$ cat src/hdu_pkg.sv
// hazard detection unit shared types
package hdu_pkg;

    // architectural register file
    localparam int REG_ADDR_W = 5;

    // pending-write table geometry
    localparam int NUM_SLOTS = 8;  // slot 0 reserved, means no id
    localparam int ID_W      = 3;  // completion id width

    // pair issue needs two free slots out of 1..7
    localparam int MAX_USED_PAIR = NUM_SLOTS - 3;

    // id shown for an instruction that did not issue
    localparam logic [ID_W-1:0] ID_NONE = '0;

    // register zero, never a hazard and never recorded
    localparam logic [REG_ADDR_W-1:0] REG_ZERO = '0;

    // one decoded instruction from the decode stage
    typedef struct packed {
        logic                  valid;      // slot holds a real instruction
        logic [REG_ADDR_W-1:0] rd;         // destination
        logic [REG_ADDR_W-1:0] rs1;        // source 1
        logic [REG_ADDR_W-1:0] rs2;        // source 2
        logic                  rd_we;      // writes rd
        logic                  is_branch;  // conditional branch
        logic                  is_jump;    // jal / jalr / system jump
    } inst_info_t;

    // release strobe from a write-back unit
    typedef struct packed {
        logic            valid;  // single-cycle strobe
        logic [ID_W-1:0] id;     // slot being released
    } commit_t;

    // table match result per slot position
    typedef struct packed {
        logic a_hit;  // A touches an outstanding rd
        logic b_hit;  // B touches an outstanding rd
    } ext_hazard_t;

    // issue selection, bit 0 = A, bit 1 = B
    typedef enum logic [1:0] {
        ISSUE_NONE = 2'b00,
        ISSUE_A    = 2'b01,
        ISSUE_B    = 2'b10,
        ISSUE_BOTH = 2'b11
    } issue_sel_e;

    // true when inst reads or writes the given register
    // x0 and non-writing destinations filtered out
    function automatic logic touches_reg(inst_info_t inst, logic [REG_ADDR_W-1:0] r);
        logic src_hit;
        logic dst_hit;
        src_hit = ((inst.rs1 != REG_ZERO) && (inst.rs1 == r)) ||
                  ((inst.rs2 != REG_ZERO) && (inst.rs2 == r));
        dst_hit = inst.rd_we && (inst.rd != REG_ZERO) && (inst.rd == r);
        return inst.valid && (src_hit || dst_hit);
    endfunction

endpackage

$ cat src/pending_write_table.sv
// pending register write table
`timescale 1ns/1ps

module pending_write_table import hdu_pkg::*; (
    input  logic            clk,
    input  logic            rst_n,
    input  inst_info_t      inst_a_i,     // older slot
    input  inst_info_t      inst_b_i,     // younger slot
    input  commit_t         commit0_i,    // write-back release 0
    input  commit_t         commit1_i,    // write-back release 1
    input  issue_sel_e      issue_i,      // this cycle's issue decision
    input  logic [ID_W-1:0] id_a_i,       // id handed to A
    input  logic [ID_W-1:0] id_b_i,       // id handed to B
    output ext_hazard_t     ext_haz_o,
    output logic [ID_W-1:0] free_id_a_o,  // lowest free slot
    output logic [ID_W-1:0] free_id_b_o,  // next free above it, wrapping
    output logic            two_free_o,   // room for a full pair
    output logic            busy_o        // any write outstanding
);

    logic [NUM_SLOTS-1:0]  slot_valid;                 // bit 0 never set
    logic [REG_ADDR_W-1:0] slot_rd [1:NUM_SLOTS-1];    // pending destinations

    logic [NUM_SLOTS-1:0]  release_mask;  // slots freed this cycle
    logic [NUM_SLOTS-1:0]  set_mask;      // slots claimed this cycle
    logic [NUM_SLOTS-1:0]  live;          // still blocking this cycle
    logic [ID_W:0]         used_cnt;      // occupied among 1..7
    logic                  rec_a;
    logic                  rec_b;

    // step forward from base within 1..NUM_SLOTS-1, wrapping past the top
    function automatic logic [ID_W-1:0] wrap_slot(logic [ID_W-1:0] base, int step);
        int raw;
        raw = int'(base) + step;
        if (raw > NUM_SLOTS - 1) begin
            raw = raw - (NUM_SLOTS - 1);
        end
        return ID_W'(raw);
    endfunction

    // commit bypass, a released slot no longer blocks
    always_comb begin
        release_mask = '0;
        if (commit0_i.valid) release_mask[commit0_i.id] = 1'b1;
        if (commit1_i.valid) release_mask[commit1_i.id] = 1'b1;
    end

    assign live = slot_valid & ~release_mask;

    // match both instructions against every live slot
    always_comb begin
        ext_haz_o = '0;
        for (int i = 1; i < NUM_SLOTS; i++) begin
            if (live[i]) begin
                ext_haz_o.a_hit = ext_haz_o.a_hit | touches_reg(inst_a_i, slot_rd[i]);
                ext_haz_o.b_hit = ext_haz_o.b_hit | touches_reg(inst_b_i, slot_rd[i]);
            end
        end
    end

    // allocation looks at registered state only
    // descending scan so the lowest free slot wins
    always_comb begin
        free_id_a_o = ID_NONE;
        for (int i = NUM_SLOTS - 1; i >= 1; i--) begin
            if (!slot_valid[i]) free_id_a_o = ID_W'(i);
        end
    end

    // nearest free slot after free_id_a, same trick
    always_comb begin
        free_id_b_o = ID_NONE;
        for (int k = NUM_SLOTS - 2; k >= 1; k--) begin
            if (!slot_valid[wrap_slot(free_id_a_o, k)]) begin
                free_id_b_o = wrap_slot(free_id_a_o, k);
            end
        end
    end

    // occupancy of the usable slots
    always_comb begin
        used_cnt = '0;
        for (int i = 1; i < NUM_SLOTS; i++) begin
            used_cnt = used_cnt + {{ID_W{1'b0}}, slot_valid[i]};
        end
    end

    assign two_free_o = (used_cnt <= MAX_USED_PAIR);

    // only issued writers to a real register take a slot
    assign rec_a = issue_i[0] && inst_a_i.valid && inst_a_i.rd_we &&
                   (inst_a_i.rd != REG_ZERO) && (id_a_i != ID_NONE);
    assign rec_b = issue_i[1] && inst_b_i.valid && inst_b_i.rd_we &&
                   (inst_b_i.rd != REG_ZERO) && (id_b_i != ID_NONE);

    always_comb begin
        set_mask = '0;
        if (rec_a) set_mask[id_a_i] = 1'b1;
        if (rec_b) set_mask[id_b_i] = 1'b1;
    end

    // release then claim, claims only hit free slots
    always_ff @(posedge clk or negedge rst_n) begin
        if (!rst_n) begin
            slot_valid <= '0;
        end else begin
            slot_valid <= (slot_valid & ~release_mask) | set_mask;
        end
    end

    // destination payload
    always_ff @(posedge clk) begin
        if (rec_a) slot_rd[id_a_i] <= inst_a_i.rd;
        if (rec_b) slot_rd[id_b_i] <= inst_b_i.rd;
    end

    assign busy_o = |slot_valid;  // atomic lock

endmodule

$ cat src/pair_dep_check.sv
// same-cycle pair dependency check
`timescale 1ns/1ps

module pair_dep_check import hdu_pkg::*; (
    input  inst_info_t inst_a_i,   // older, issues first
    input  inst_info_t inst_b_i,   // younger
    output logic       pair_haz_o  // B must wait for A
);

    logic a_writes;  // A produces a real register
    logic b_live;
    logic raw_rs1;   // B rs1 reads A rd
    logic raw_rs2;   // B rs2 reads A rd
    logic raw;
    logic waw;       // both write the same rd

    // x0 writes are discarded, so A only matters with a real rd
    assign a_writes = inst_a_i.valid && inst_a_i.rd_we &&
                      (inst_a_i.rd != REG_ZERO);

    assign b_live = inst_b_i.valid;

    // read after write
    assign raw_rs1 = (inst_b_i.rs1 != REG_ZERO) &&
                     (inst_b_i.rs1 == inst_a_i.rd);
    assign raw_rs2 = (inst_b_i.rs2 != REG_ZERO) &&
                     (inst_b_i.rs2 == inst_a_i.rd);
    assign raw     = raw_rs1 || raw_rs2;

    // write after write, B would retire its value under A's
    assign waw = inst_b_i.rd_we && (inst_b_i.rd == inst_a_i.rd);

    // a_writes already excludes rd == 0 on both compares
    assign pair_haz_o = a_writes && b_live && (raw || waw);

endmodule

$ cat src/issue_arbiter.sv
// dual issue arbiter
`timescale 1ns/1ps

module issue_arbiter import hdu_pkg::*; (
    input  inst_info_t      inst_a_i,
    input  inst_info_t      inst_b_i,
    input  ext_hazard_t     ext_haz_i,    // against outstanding writes
    input  logic            pair_haz_i,   // B depends on A
    input  logic            two_free_i,   // table can take a pair
    input  logic            irq_hold_i,   // interrupt entry pending
    input  logic [ID_W-1:0] free_id_a_i,
    input  logic [ID_W-1:0] free_id_b_i,
    output issue_sel_e      issue_o,
    output logic [ID_W-1:0] id_a_o,
    output logic [ID_W-1:0] id_b_o
);

    logic       a_ctrl;   // A redirects fetch
    logic       b_clear;  // B free of table and of A
    issue_sel_e sel;

    // branches and jumps always go alone
    assign a_ctrl = inst_a_i.is_branch || inst_a_i.is_jump;

    assign b_clear = !ext_haz_i.b_hit && !pair_haz_i;

    // priority chain, first match wins
    always_comb begin
        sel = ISSUE_NONE;
        if (!two_free_i || irq_hold_i) begin
            sel = ISSUE_NONE;                 // stall, upstream holds the pair
        end else if (ext_haz_i.a_hit) begin
            if (a_ctrl) begin
                sel = ISSUE_NONE;             // control flow waits for its operands
            end else if (b_clear) begin
                sel = ISSUE_B;                // B slips past the blocked A
            end else begin
                sel = ISSUE_NONE;
            end
        end else if (a_ctrl) begin
            sel = ISSUE_A;                    // serialize after branch/jump
        end else if (!b_clear) begin
            sel = ISSUE_A;
        end else begin
            sel = ISSUE_BOTH;
        end
    end

    assign issue_o = sel;

    // bit 0 = A, bit 1 = B
    // an invalid slot is not really issued, so it shows no id either
    always_comb begin
        id_a_o = ID_NONE;
        id_b_o = ID_NONE;
        if (sel[0] && inst_a_i.valid) begin
            id_a_o = free_id_a_i;
        end
        if (sel[1] && inst_b_i.valid) begin
            id_b_o = sel[0] ? free_id_b_i : free_id_a_i;  // B alone takes the lowest
        end
    end

endmodule

$ cat src/dual_issue_hdu.sv
// dual issue hazard detection unit
`timescale 1ns/1ps

module dual_issue_hdu import hdu_pkg::*; (
    input  logic            clk,
    input  logic            rst_n,
    input  inst_info_t      inst_a_i,    // older instruction
    input  inst_info_t      inst_b_i,    // younger instruction
    input  commit_t         commit0_i,   // from write-back
    input  commit_t         commit1_i,
    input  logic            irq_hold_i,
    output issue_sel_e      issue_o,
    output logic [ID_W-1:0] id_a_o,
    output logic [ID_W-1:0] id_b_o,
    output logic            busy_o       // outstanding writes exist
);

    ext_hazard_t     ext_haz;
    logic [ID_W-1:0] free_id_a;
    logic [ID_W-1:0] free_id_b;
    logic            two_free;
    logic            pair_haz;

    // outputs here never depend on issue/ids, no loop through the feedback
    pending_write_table u_pending_write_table (
        .clk         (clk),
        .rst_n       (rst_n),
        .inst_a_i    (inst_a_i),
        .inst_b_i    (inst_b_i),
        .commit0_i   (commit0_i),
        .commit1_i   (commit1_i),
        .issue_i     (issue_o),     // recorded at next edge
        .id_a_i      (id_a_o),
        .id_b_i      (id_b_o),
        .ext_haz_o   (ext_haz),
        .free_id_a_o (free_id_a),
        .free_id_b_o (free_id_b),
        .two_free_o  (two_free),
        .busy_o      (busy_o)
    );

    pair_dep_check u_pair_dep_check (
        .inst_a_i   (inst_a_i),
        .inst_b_i   (inst_b_i),
        .pair_haz_o (pair_haz)
    );

    issue_arbiter u_issue_arbiter (
        .inst_a_i    (inst_a_i),
        .inst_b_i    (inst_b_i),
        .ext_haz_i   (ext_haz),
        .pair_haz_i  (pair_haz),
        .two_free_i  (two_free),
        .irq_hold_i  (irq_hold_i),
        .free_id_a_i (free_id_a),
        .free_id_b_i (free_id_b),
        .issue_o     (issue_o),
        .id_a_o      (id_a_o),
        .id_b_o      (id_b_o)
    );

endmodule

$ cat config.mk
export PLATFORM = sky130hd
export DESIGN_NAME = dual_issue_hdu
export DESIGN_NICKNAME = d
export VERILOG_FILES = /design/src/hdu_pkg.sv /design/src/pending_write_table.sv /design/src/pair_dep_check.sv /design/src/issue_arbiter.sv /design/src/dual_issue_hdu.sv
export SDC_FILE = /design/constraint.sdc
export NUM_CORES = 1
export LEC_CHECK = 0
export ABC_AREA = 0
export BUFFER_PORTS_ARGS = -buffer_cell sky130_fd_sc_hd__clkbuf_2
export CAP_MARGIN = 0
export CORE_MARGIN = 4
export CORE_UTILIZATION = 30
export DETAILED_ROUTE_END_ITERATION = 6
export PLACE_DENSITY_LB_ADDON = 0.25
export SLEW_MARGIN = 10
export SYNTH_ARGS = -nofsm -noshare
export SYNTH_HDL_FRONTEND = slang
export SYNTH_SLANG_ARGS = --single-unit
$ cat constraint.sdc
create_clock -name clk -period 7.8 [get_ports clk]
set_input_delay 0.78 -clock clk [delete_from_list [all_inputs] [get_ports clk]]
set_output_delay 0.78 -clock clk [all_outputs]
set_load 0.01 [all_outputs]
==> results of run 1 <==
layout by cell type, fill, tap and decap left out, types with 5 or more instances in the layout:
master / synthesis / layout
a21oi_1: 22 / 22
nand2_1: 28 / 28
xnor2_1: 96 / 96
ha_1: 15 / 15
nand2b_1: 7 / 7
and2_1: 6 / 6
nor2_1: 29 / 29
mux2i_1: 9 / 9
inv_1: 27 / 27
dfrtp_1: 8 / 8
o211ai_1: 5 / 5
o21ai_0: 17 / 17
nor3_1: 52 / 52
clkbuf_16: 0 / 5
edfxtp_1: 35 / 35
mux2_2: 38 / 38
xor2_1: 137 / 137
a31oi_1: 15 / 15
a211oi_1: 12 / 12
buf_4: 1 / 5
nor2b_1: 12 / 12
nand3_1: 22 / 22
nand4_1: 50 / 50
a31o_2: 6 / 6
clkbuf_2: 0 / 55
kinds of logic (layout without fill, tap and decap cells):
logic type	Yosys count	count (layout)	synth area share [%]
buf+inv	129	98	7.59
xor+xnor	233	233	29.6
simple gates	229	229	18.1
compound gates	133	133	14.4
fa+ha+maj	18	18	3.59
mux	50	50	8.49
flops	43	43	18.1
flip-flops by register name, indices dropped and copies added, names as in the netlist:
| name | cells |
|---|---|
| u_pending_write_table.slot_rd | 35 |
| u_pending_write_table.slot_valid | 8 |
power breakdown:
| part | switching (mW) | leakage [nW] | internal (mW) |
|---|---|---|---|
| registers | 0.0493 | 0.423 | 0.265 |
| logic | 0.722 | 2.13 | 0.447 |
| clock network | 0.0837 | 0.0781 | 0.151 |
path summary, 6_finish.rpt:
| check | from | endpoint | slack [ps] | depth (start not counted) |
|---|---|---|---|---|
| worst min-delay path | rst_n | u_pending_write_table.slot_valid[3] | 350 | 1 |
| worst min register to register | u_pending_write_table.slot_valid[1] | u_pending_write_table.slot_valid[1] | 880 | 2 |
| min in group clk | u_pending_write_table.slot_valid[1] | u_pending_write_table.slot_valid[1] | 880 | 2 |
| max in group asynchronous | rst_n | u_pending_write_table.slot_valid[1] | 7250 | 1 |
| worst max register to register | u_pending_write_table.slot_valid[4] | u_pending_write_table.slot_rd[6][1] | 1570 | 14 |
| worst max-delay path | u_pending_write_table.slot_valid[4] | id_b_o[1] | 1530 | 14 |
stage by stage:
stage	hold WS, ps	power, mW
6_report	352	1.72
5_1_grt	356	1.84
4_1_cts	352	1.71
3_5_place_dp	657	1.47
3_3_place_gp	657	1.47
2_1_floorplan	484	1.19
worst max-delay path, delay by kind of cell, from the launching register on:
family | cells | cell delay [ps]
AOI/OAI and AO/OA | 5 | 1700
adders and majority gates | 1 | 750
buffers and inverters | 2 | 430
DFF | 1 | 670
and+or+nand+nor | 6 | 1640
routing by layer:
metal / GRT usage [%] / vias to the layer above / part of all wire, %
li1: - / 2882 / -
met1: 26.5 / 2913 / 49
met2: 25.9 / 232 / 43
met3: 2.23 / 29 / 6.2
met4: 3.63 / 0 / 1.7
met5: 0 / - / 0
layout make-up:
class | instances | area (um^2) | share of cell area [%]
Inverter | 30 | 114 | 1.56
Clock buffer | 7 | 133 | 1.81
Clock inverter | 1 | 30.0 | 0.410
Sequential cell | 43 | 1250 | 17.1
Tap cell | 285 | 357 | 4.87
Timing Repair Buffer | 60 | 313 | 4.27
Multi-Input combinational cell | 663 | 5120 | 70.0
==> impl_results.md, run 1 <==
- Status: finished clean
- Gate Count Post-Synth: 835
- Register bit total from synthesis: 43
- Measured slew at the worst slew-check pin: 935 ps
- Non-Filler Cell Area, Final: 7320 um^2
- Endpoints failing hold: 0
- Routed WL: 22900 um
- PnR worst setup slack: 1530 ps
- DRT antenna net count: 0
- All-layer global routing usage: 17.3%
- Starting Density: 30.5%
- Most common cell in the netlist: xor2_1
- PwrDens: 235 nW/um^2
- Synth Flop Type: edfxtp_1
- Vias post-DR: 6056
- DRT Pass-1 Iters: 5
- Unrepaired setup endpoints after global routing: no
- Inst Count DP: 1081
- CP max stage delay: 750 ps
- Number of library cell types mapped by synthesis: 71
- Clock skew: 8.81 ps
- Layout cells sized above 1: approximately 16%
- Postcts setup bufs: 0
- Crit path required time: 7020 ps
- Arr. time, crit path: 5490 ps
- Wire per inst: roughly 21 um
- Dominant cell type by area after synthesis: xor2_1
- CTS root buffer: clkbuf_16
- # setup viols final: 0
- Ys Warns: 0
- Chip Width: 160 um
- Fillers: 2392
- DP Area: 7150 um^2
- Pin count of the biggest net entering global routing: 33
- Post-Syn Area: 6890 um^2
- Non-Filler Instances: ~1100
- Most frequent CP cell: nor2b_1
- Syn avg cell area: 8.26 um^2
- Core Util, Final: 32.3%
- First-pass GRT wire length: 35600 um
- IO buf count: 55
- Max-cap viol count: 0
- Die Y: 160 um
- N_diodes: 0
- DR iter-0 viols: 609
- Num CTS Buffers: 5
- Startpoint types: register
- DRC: 0
- Final nets: 870
- Number of global-route vias before repair: 5722
- Final Max Slew Viols: 0
- Post-CTS Resized: 0
- Critical Path Fanout Max: 20
- F_max: 0.160 GHz
- Area grow syn2layout: 6.13%
- Synth top area cells: xor2_1 (17%), edfxtp_1 (15%), xnor2_1 (12%)
- DP HPWL: 16700 um
- Syn nets: 902
- H-tree Lvls: 2
- Number of flops mapped to enable cells by yosys: 35
- Share of the synthesized area in the top cell type: 17.4%
- Setup TNS: 0 ps
- Max-slew headroom at the worst pin: 37.0%
- Die ar.: 25500 um^2
- Ys async rst share: between 10% and 20%
- Ports: 58
- Worst-path clk slew: 60 ps
- # clock sinks: 43
- Hold-fix buffers, CTS: 0
- Fin crit period: 6270 ps
- Rows: 55
- GP Congestion: around 0.86
- CTS tree: yes
- Clock buffer depth: 2
- Setup Crit Path Kind: register to output pin
- Core Region: 22600 um^2
- Highest-delay cell along the critical path: ha_1
- Clock Latency Late Sink: 290 ps
- Grt ovf: 0
- Crit path capture type: output pin
- Critical Path, Cell by Cell: nor2b_1, a311o_1, nand2_1, ha_1, inv_1, and2_1, a211oi_1, nor2b_1, o31a_1, or4_1, o211ai_1, o21ai_0, nor2_1, clkbuf_2
- Dpl ws: 1640 ps
- DR vias/cell: around 5.6
- Lkg Pwr: 2.64 nW
- Initial antenna violation count: 0
- Tcrit/Tclk final: 80.4%
- Sequential fraction of the synthesis area: 18.1%
- VDD IR max: approximately 0.000085 V
- Tightest Hold Check Type: input port to async pin
- Top cells by instance count after synthesis: xor2_1 (137), xnor2_1 (96), clkbuf_1 (75)
(Power assumes the default switching activity.)
==> run 2, diff against run 1 <==
Settings changed: ABC_AREA 0 to 1.
Clock period 7.8 ns to 6.3 ns, I/O delays scaled along.
==> run 2 against run 1 <==
First-iteration DRC count decreased by 12%. Clock power increased by 5%. Clock skew decreased by 4.0 ps. Routed wire length decreased by 4.2%. Global-route usage decreased by 0.57 points. Via count increased by 3.6%. Highest routed layer unchanged.
==> impl_results.md, run 2 <==
- DP HPWL: 16900 um
- DR vias/cell: a little over 5
- Max reg flops: 35
- Total power: 1.61 mW
- Unrepaired setup endpoints after global routing: no
- Most common cell in the netlist: nand2_1
- Setup TNS: 0 ps
- Gate Count Post-Synth: slightly below 1000
- Most frequent CP cell: inv_1
- Startpoint types: register
- # clock sinks: 43
- Final nets: 1020
- Postcts setup bufs: 0
- Arr. time, crit path: approximately 5100 ps
- GP Congestion: 0.841
- Fin crit period: 5110 ps
- Sequential fraction of the synthesis area: 18.4%
- Tightest Hold Check Type: input port to async pin
- DRT antenna net count: 0
- N_diodes: 0
- All-layer global routing usage: 16.8%
- Post-CTS Resized: 0
- PwrDens: approximately 220 nW/um^2
- Share of the synthesized area in the top cell type: 18.8%
- Pin count of the biggest net entering global routing: 25
- Synth top area cells: xor2_1 (19%), edfxtp_1 (15%), nand2_1 (12%)
- IO buf count: 55
- Clock buffer depth: 2
- Max-cap viol count: 0
- Rows: 54
- Highest-delay cell along the critical path: dfrtp_1
- Hold-fix buffers, CTS: 0
- Max-slew headroom at the worst pin: 53.5%
- Worst-path clk slew: 60 ps
- Mux cell area share after synthesis: 0%
- DRC: 0
- CP max stage delay: ~660 ps
- Top cells by instance count after synthesis: nand2_1 (211), xor2_1 (146), nand3_1 (86)
- Ys async rst share: 18.6%
- Inst Count DP: 1226
- Routed WL: 22000 um
- Syn avg cell area: 6.99 um^2
- Ys Warns: 0
- Most common cell after layout, fill and taps aside: nand2_1
- VDD IR max: 0.000123 V
- Endpoints failing hold: 0
- Delay-heaviest family, CP: simple AND/OR/NAND/NOR gates
- # setup viols final: 0
- Register bank with the most flops: u_pending_write_table.slot_rd
- First-pass GRT wire length: 34600 um
- Vias post-DR: about 6300
- CTS tree: yes
- Die Y: 159 um
- Non-Filler Instances: 1234
- Clock skew: 4.82 ps
- CP bufs+invs: 4
- Synth Flop Type: edfxtp_1
- Starting Density: 30.8%
- Area grow syn2layout: 5.40%
- Clock Latency Late Sink: 280 ps
- Die ar.: 25200 um^2
- Ports: 58
- CTS root buffer: clkbuf_16
- Most frequent cells in the layout: nand2_1 (211), xor2_1 (146), nand3_1 (86)
- F_max: roughly 0.20 GHz
- Xor and xnor area share after synthesis: 28.9%
- Chip Width: 159 um
- Crit path required time: 6270 ps
- DRT Pass-1 Iters: 5
- Layout cells sized above 1: 11.2%
- Register bit total from synthesis: 43
- Number of global-route vias before repair: ~5800
- H-tree Lvls: 2
- Critical Path, Cell by Cell: inv_1, fa_1, fa_1, inv_1, ha_1, inv_1, fa_1, nor2_1, or2_2, a21oi_1, nor3_1, nand2_1, inv_1, nor2_1, nor2_1, nand2_2, nor2_4, nand3_2, nand2_1
- Initial antenna violation count: 0
- Grt ovf: 0
- Lkg Pwr: 3.15 nW
- Number of flops mapped to enable cells by yosys: 35
- Measured slew at the worst slew-check pin: 694 ps
- Final Max Slew Viols: 0
- DR iter-0 viols: about 530
- Largest family of logic cells by synthesized area: simple AND/OR/NAND/NOR gates
- Post-Syn Area: around 7000 um^2
- Post-synthesis compound-gate area fraction: 5.65%
- Largest registers: u_pending_write_table.slot_rd (35), u_pending_write_table.slot_valid (8)
- Synth Area in Simple Gates: between 30 and 40%
- Number of library cell types mapped by synthesis: 40
- Status: finished clean
- Tcrit/Tclk final: 81.2%
- Syn nets: 1042
- Num CTS Buffers: 5
- Core Region: approximately 22000 um^2
- Wire per inst: 17.8 um
- Dominant cell type by area after synthesis: xor2_1
- Setup Crit Path Kind: register to register
- Post-Synth Adder-Cell Area: 3.64%
- Critical Path Fanout Max: 24
- Crit path capture type: register
==> run 2: worst reg2reg max path: stages (launching register included) <==
cell,delay [ps]
dfrtp_1,660
inv_1,210
fa_1,570
fa_1,420
inv_1,70
ha_1,170
inv_1,60
fa_1,370
nor2_1,100
or2_2,100
a21oi_1,40
nor3_1,200
nand2_1,160
inv_1,170
nor2_1,60
nor2_1,270
nand2_2,130
nor2_4,450
nand3_2,300
nand2_1,290
==> run 2: cell type report <==
cell class / count / area (um^2)
clock buffer: 8 / 136
fill: 2371 / 14900
inverter: 60 / 225
multi-input combinational: 783 / 4910
sequential: 43 / 1250
tap: 280 / 350
timing repair buffer: 60 / 313
==> run 2: metal layers <==
metal  vias to the layer above  routed length [um]  GRT usage (%)
li1                       3154                   -              -
met1                      2954               10600           24.0
met2                       147               10400           28.7
met3                        19                 750          0.855
met4                         0                 208           2.45
met5                         -                   0              0
==> run 2: kinds of logic (layout without fill, tap and decap cells) <==
kind of cell	after synthesis	count (layout)
flops	43	43
buf+inv	149	128
fa+ha+maj	18	18
compound gates	62	62
xor+xnor	225	225
simple gates	478	478
==> run 2: through the flow <==
step,setup slack [ps],area (um^2),hold WS (ps),utilization [%]
6_report,1190,7180,185,32.5
5_1_grt,803,7180,202,32.5
4_1_cts,1160,7180,190,32.5
3_5_place_dp,1190,7050,490,31.9
3_3_place_gp,1260,7050,496,31.9
2_1_floorplan,1980,6820,334,-
==> run 2: worst paths after layout <==
path | startpoint | to | slack [ps] | cells after the start
setup / recovery | u_pending_write_table.slot_valid[5] | u_pending_write_table.slot_rd[5][3] | 1190 | 19
hold / removal | rst_n | u_pending_write_table.slot_valid[2] | 180 | 1
setup reg to reg | u_pending_write_table.slot_valid[5] | u_pending_write_table.slot_rd[5][3] | 1190 | 19
hold reg to reg | u_pending_write_table.slot_valid[0] | u_pending_write_table.slot_valid[0] | 690 | 2
max in group asynchronous | rst_n | u_pending_write_table.slot_valid[3] | 5930 | 1
min in group clk | u_pending_write_table.slot_valid[0] | u_pending_write_table.slot_valid[0] | 690 | 2
==> run 2: where the power goes <==
group,switching [mW],total [mW],internal (mW),leakage (nW)
clock,0.0986,0.246,0.147,0.0652
sequential,0.0162,0.333,0.317,0.425
combinational,0.685,1.03,0.343,2.66
total,0.800,1.61,0.807,3.15
==> run 3, diff against run 2 <==
Clock period 6.3 ns to 5.05 ns, I/O delays scaled along.
==> run 3 against run 2 <==
Setup slack got worse by 760 ps. Clock skew fell by 1.0 ps. First-iteration DRC count fell by 7.1%. Critical path depth rose by 1. Via count rose by 0.18%. Non-clock buffer count rose by 11. Utilization rose by 0.45 points. Register-to-register slack got worse by 760 ps. Fmax rose by 11%. Critical endpoint is now u_pending_write_table.slot_rd[7][2]. Highest routed layer unchanged.
==> impl_results.md, run 3 (synthesis results as in run 2) <==
- Status: finished clean
- Comb power frac: roughly 64%
- H-tree Lvls: 2
- Fin crit period: 4620 ps
- Final nets: 1031
- Unrepaired setup endpoints after global routing: no
- Max-cap viol count: 0
- Most frequent cells in the layout: nand2_1 (211), xor2_1 (146), nand3_1 (86)
- First-pass GRT wire length: 34600 um
- Max reg flops: 35
- Setup Crit Path Kind: register to register
- Routed WL: 21800 um
- Lkg Pwr: 3.21 nW
- Clock Latency Late Sink: roughly 280 ps
- Ports: 58
- Core Region: 22100 um^2
- Clock buffer depth: 2
- Final Max Slew Viols: 0
- DR vias/cell: 5.05
- Tightest Hold Check Type: input port to async pin
- DP HPWL: 17300 um
- Hold-fix buffers, CTS: 0
- Worst r2r dst: u_pending_write_table.slot_rd[7][2]
- Clock skew: between 3 and 4 ps
- DRT antenna net count: 0
- Grt ovf: 0
- Dpl ws: ~260 ps
- Total power: 2.03 mW
- Arr. time, crit path: approximately 4600 ps
- VDD IR max: between 0.0001 and 0.00015 V
- Num CTS Buffers: 5
- Share of power burned in registers: 20.3%
- DR iter-0 viols: about 500
- DRC: 0
- Pin count of the biggest net entering global routing: 20
- Chip Width: 159 um
- N_diodes: 0
- PnR worst setup slack: 432 ps
- P_sw: 0.999 mW
- Max-slew headroom at the worst pin: 62.5%
- Critical Path Fanout Max: 15
- IO buf count: 55
- PwrDens: 279 nW/um^2
- Crit path capture type: register
- DRT Pass-1 Iters: 5
- Measured slew at the worst slew-check pin: about 560 ps
- Net Sw Frac: 49.2%
- Layout cells sized above 1: roughly an eighth
- Postcts setup bufs: 0
- F_max: 0.217 GHz
- Most frequent CP cell: inv_1
- Critical Path, Cell by Cell: ha_1, inv_1, fa_1, fa_1, inv_1, ha_1, inv_1, fa_1, nor2_1, or2_2, a21oi_1, nor3_2, nand2_1, inv_1, nor2_1, nor2_1, nand2_2, nor2_4, nand2_1, nand2_1
- Worst r2r src: u_pending_write_table.slot_valid[1]
- Crit path required time: about 5000 ps
- Endpoints failing hold: 0
- Setup TNS: 0 ps
- Worst-path clk slew: 60 ps
- Reg2reg setup slack: 430 ps
- Clock network power share: between 10% and 20%
- Non-Filler Cell Area, Final: 7280 um^2
- Starting Density: 30.8%
- Startpoint types: register
- CTS root buffer: clkbuf_16
- Most common cell after layout, fill and taps aside: nand2_1
- All-layer global routing usage: 16.8%
- Fillers: roughly 2300
- # clock sinks: 43
- Highest-delay cell along the critical path: fa_1
- Tcrit/Tclk final: ~91%
- FF-to-FF path depth: 20
- Area grow syn2layout: 6.85%
- CP max stage delay: 490 ps
- CP startpoint: u_pending_write_table.slot_valid[1]
- Initial antenna violation count: 0
- Wire per inst: 17.5 um
- # setup viols final: 0
- CTS tree: yes
- Die ar.: 25200 um^2
- Vias post-DR: 6285
- DP Area: between 7000 and 8000 um^2
- Largest registers: u_pending_write_table.slot_rd (35), u_pending_write_table.slot_valid (8)
- Rows: 54
- Number of global-route vias before repair: roughly 5900
- Internal: 1.03 mW
- Register bank with the most flops: u_pending_write_table.slot_rd
- GP Congestion: 0.890
- Die Y: 159 um
run 3: through the flow:
step | cells | hold WS [ps] | utilization [%]
3_3_place_gp | 1237 | 368 | 32.3
2_1_floorplan | 975 | 209 | -
4_1_cts | 1245 | 67.5 | 32.9
5_1_grt | 1245 | 77.0 | 33.0
6_report | 1245 | 62.5 | 33.0
3_5_place_dp | 1237 | 366 | 32.3
run 3: power groups by stage:
stage	combinational, mW	sequential [mW]	clock (mW)
floorplan	1.00	0.413	0
global placement	1.28	0.418	0
detailed placement	1.29	0.418	0
CTS	1.30	0.411	0.322
global route	1.47	0.412	0.335
finish	1.30	0.412	0.317
run 3: worst max-delay path, delay by kind of cell, from the launching register on:
| family | cells | cell delay (ps) |
|---|---|---|
| DFF | 1 | 400 |
| buffers and inverters | 4 | 330 |
| and+or+nand+nor | 10 | 1790 |
| AOI/OAI and AO/OA | 1 | 40 |
| adders and majority gates | 5 | 1720 |
run 3: area by class of cell:
type / instances / area [um^2] / area share [%]
inverters: 60 / 225 / 3.09
repair buffers: 71 / 395 / 5.43
clock inverters: 1 / 5.00 / 0.0687
clock buffers: 7 / 143 / 1.96
flip-flops and latches: 43 / 1250 / 17.2
multi-input cells: 783 / 4910 / 67.5
well taps: 280 / 350 / 4.81
run 3: how the worst max path moves through the flow:
| stage | endpoint | slack (ps) |
|---|---|---|
| after CTS | u_pending_write_table.slot_rd[5][0] | 240 |
| after global routing | u_pending_write_table.slot_rd[6][1] | 70 |
| after global placement | u_pending_write_table.slot_rd[5][1] | 360 |
| after floorplan | u_pending_write_table.slot_rd[4][0] | 790 |
| after detailed placement | u_pending_write_table.slot_rd[5][0] | 260 |
| final | u_pending_write_table.slot_rd[7][2] | 430 |
run 3: routing by layer:
layer | GRT usage (%) | part of all wire, % | vias up
li1 | - | - | 3173
met1 | 23.8 | 48 | 2957
met2 | 28.1 | 47 | 137
met3 | 1.30 | 4.3 | 18
met4 | 3.43 | 1.5 | 0
met5 | 0 | 0 | -
run 3: repair_timing:
item / CTS / global route
gates resized for setup: 0 / 1
hold endpoints to repair: 0 / 0
setup endpoints to repair: 0 / 26
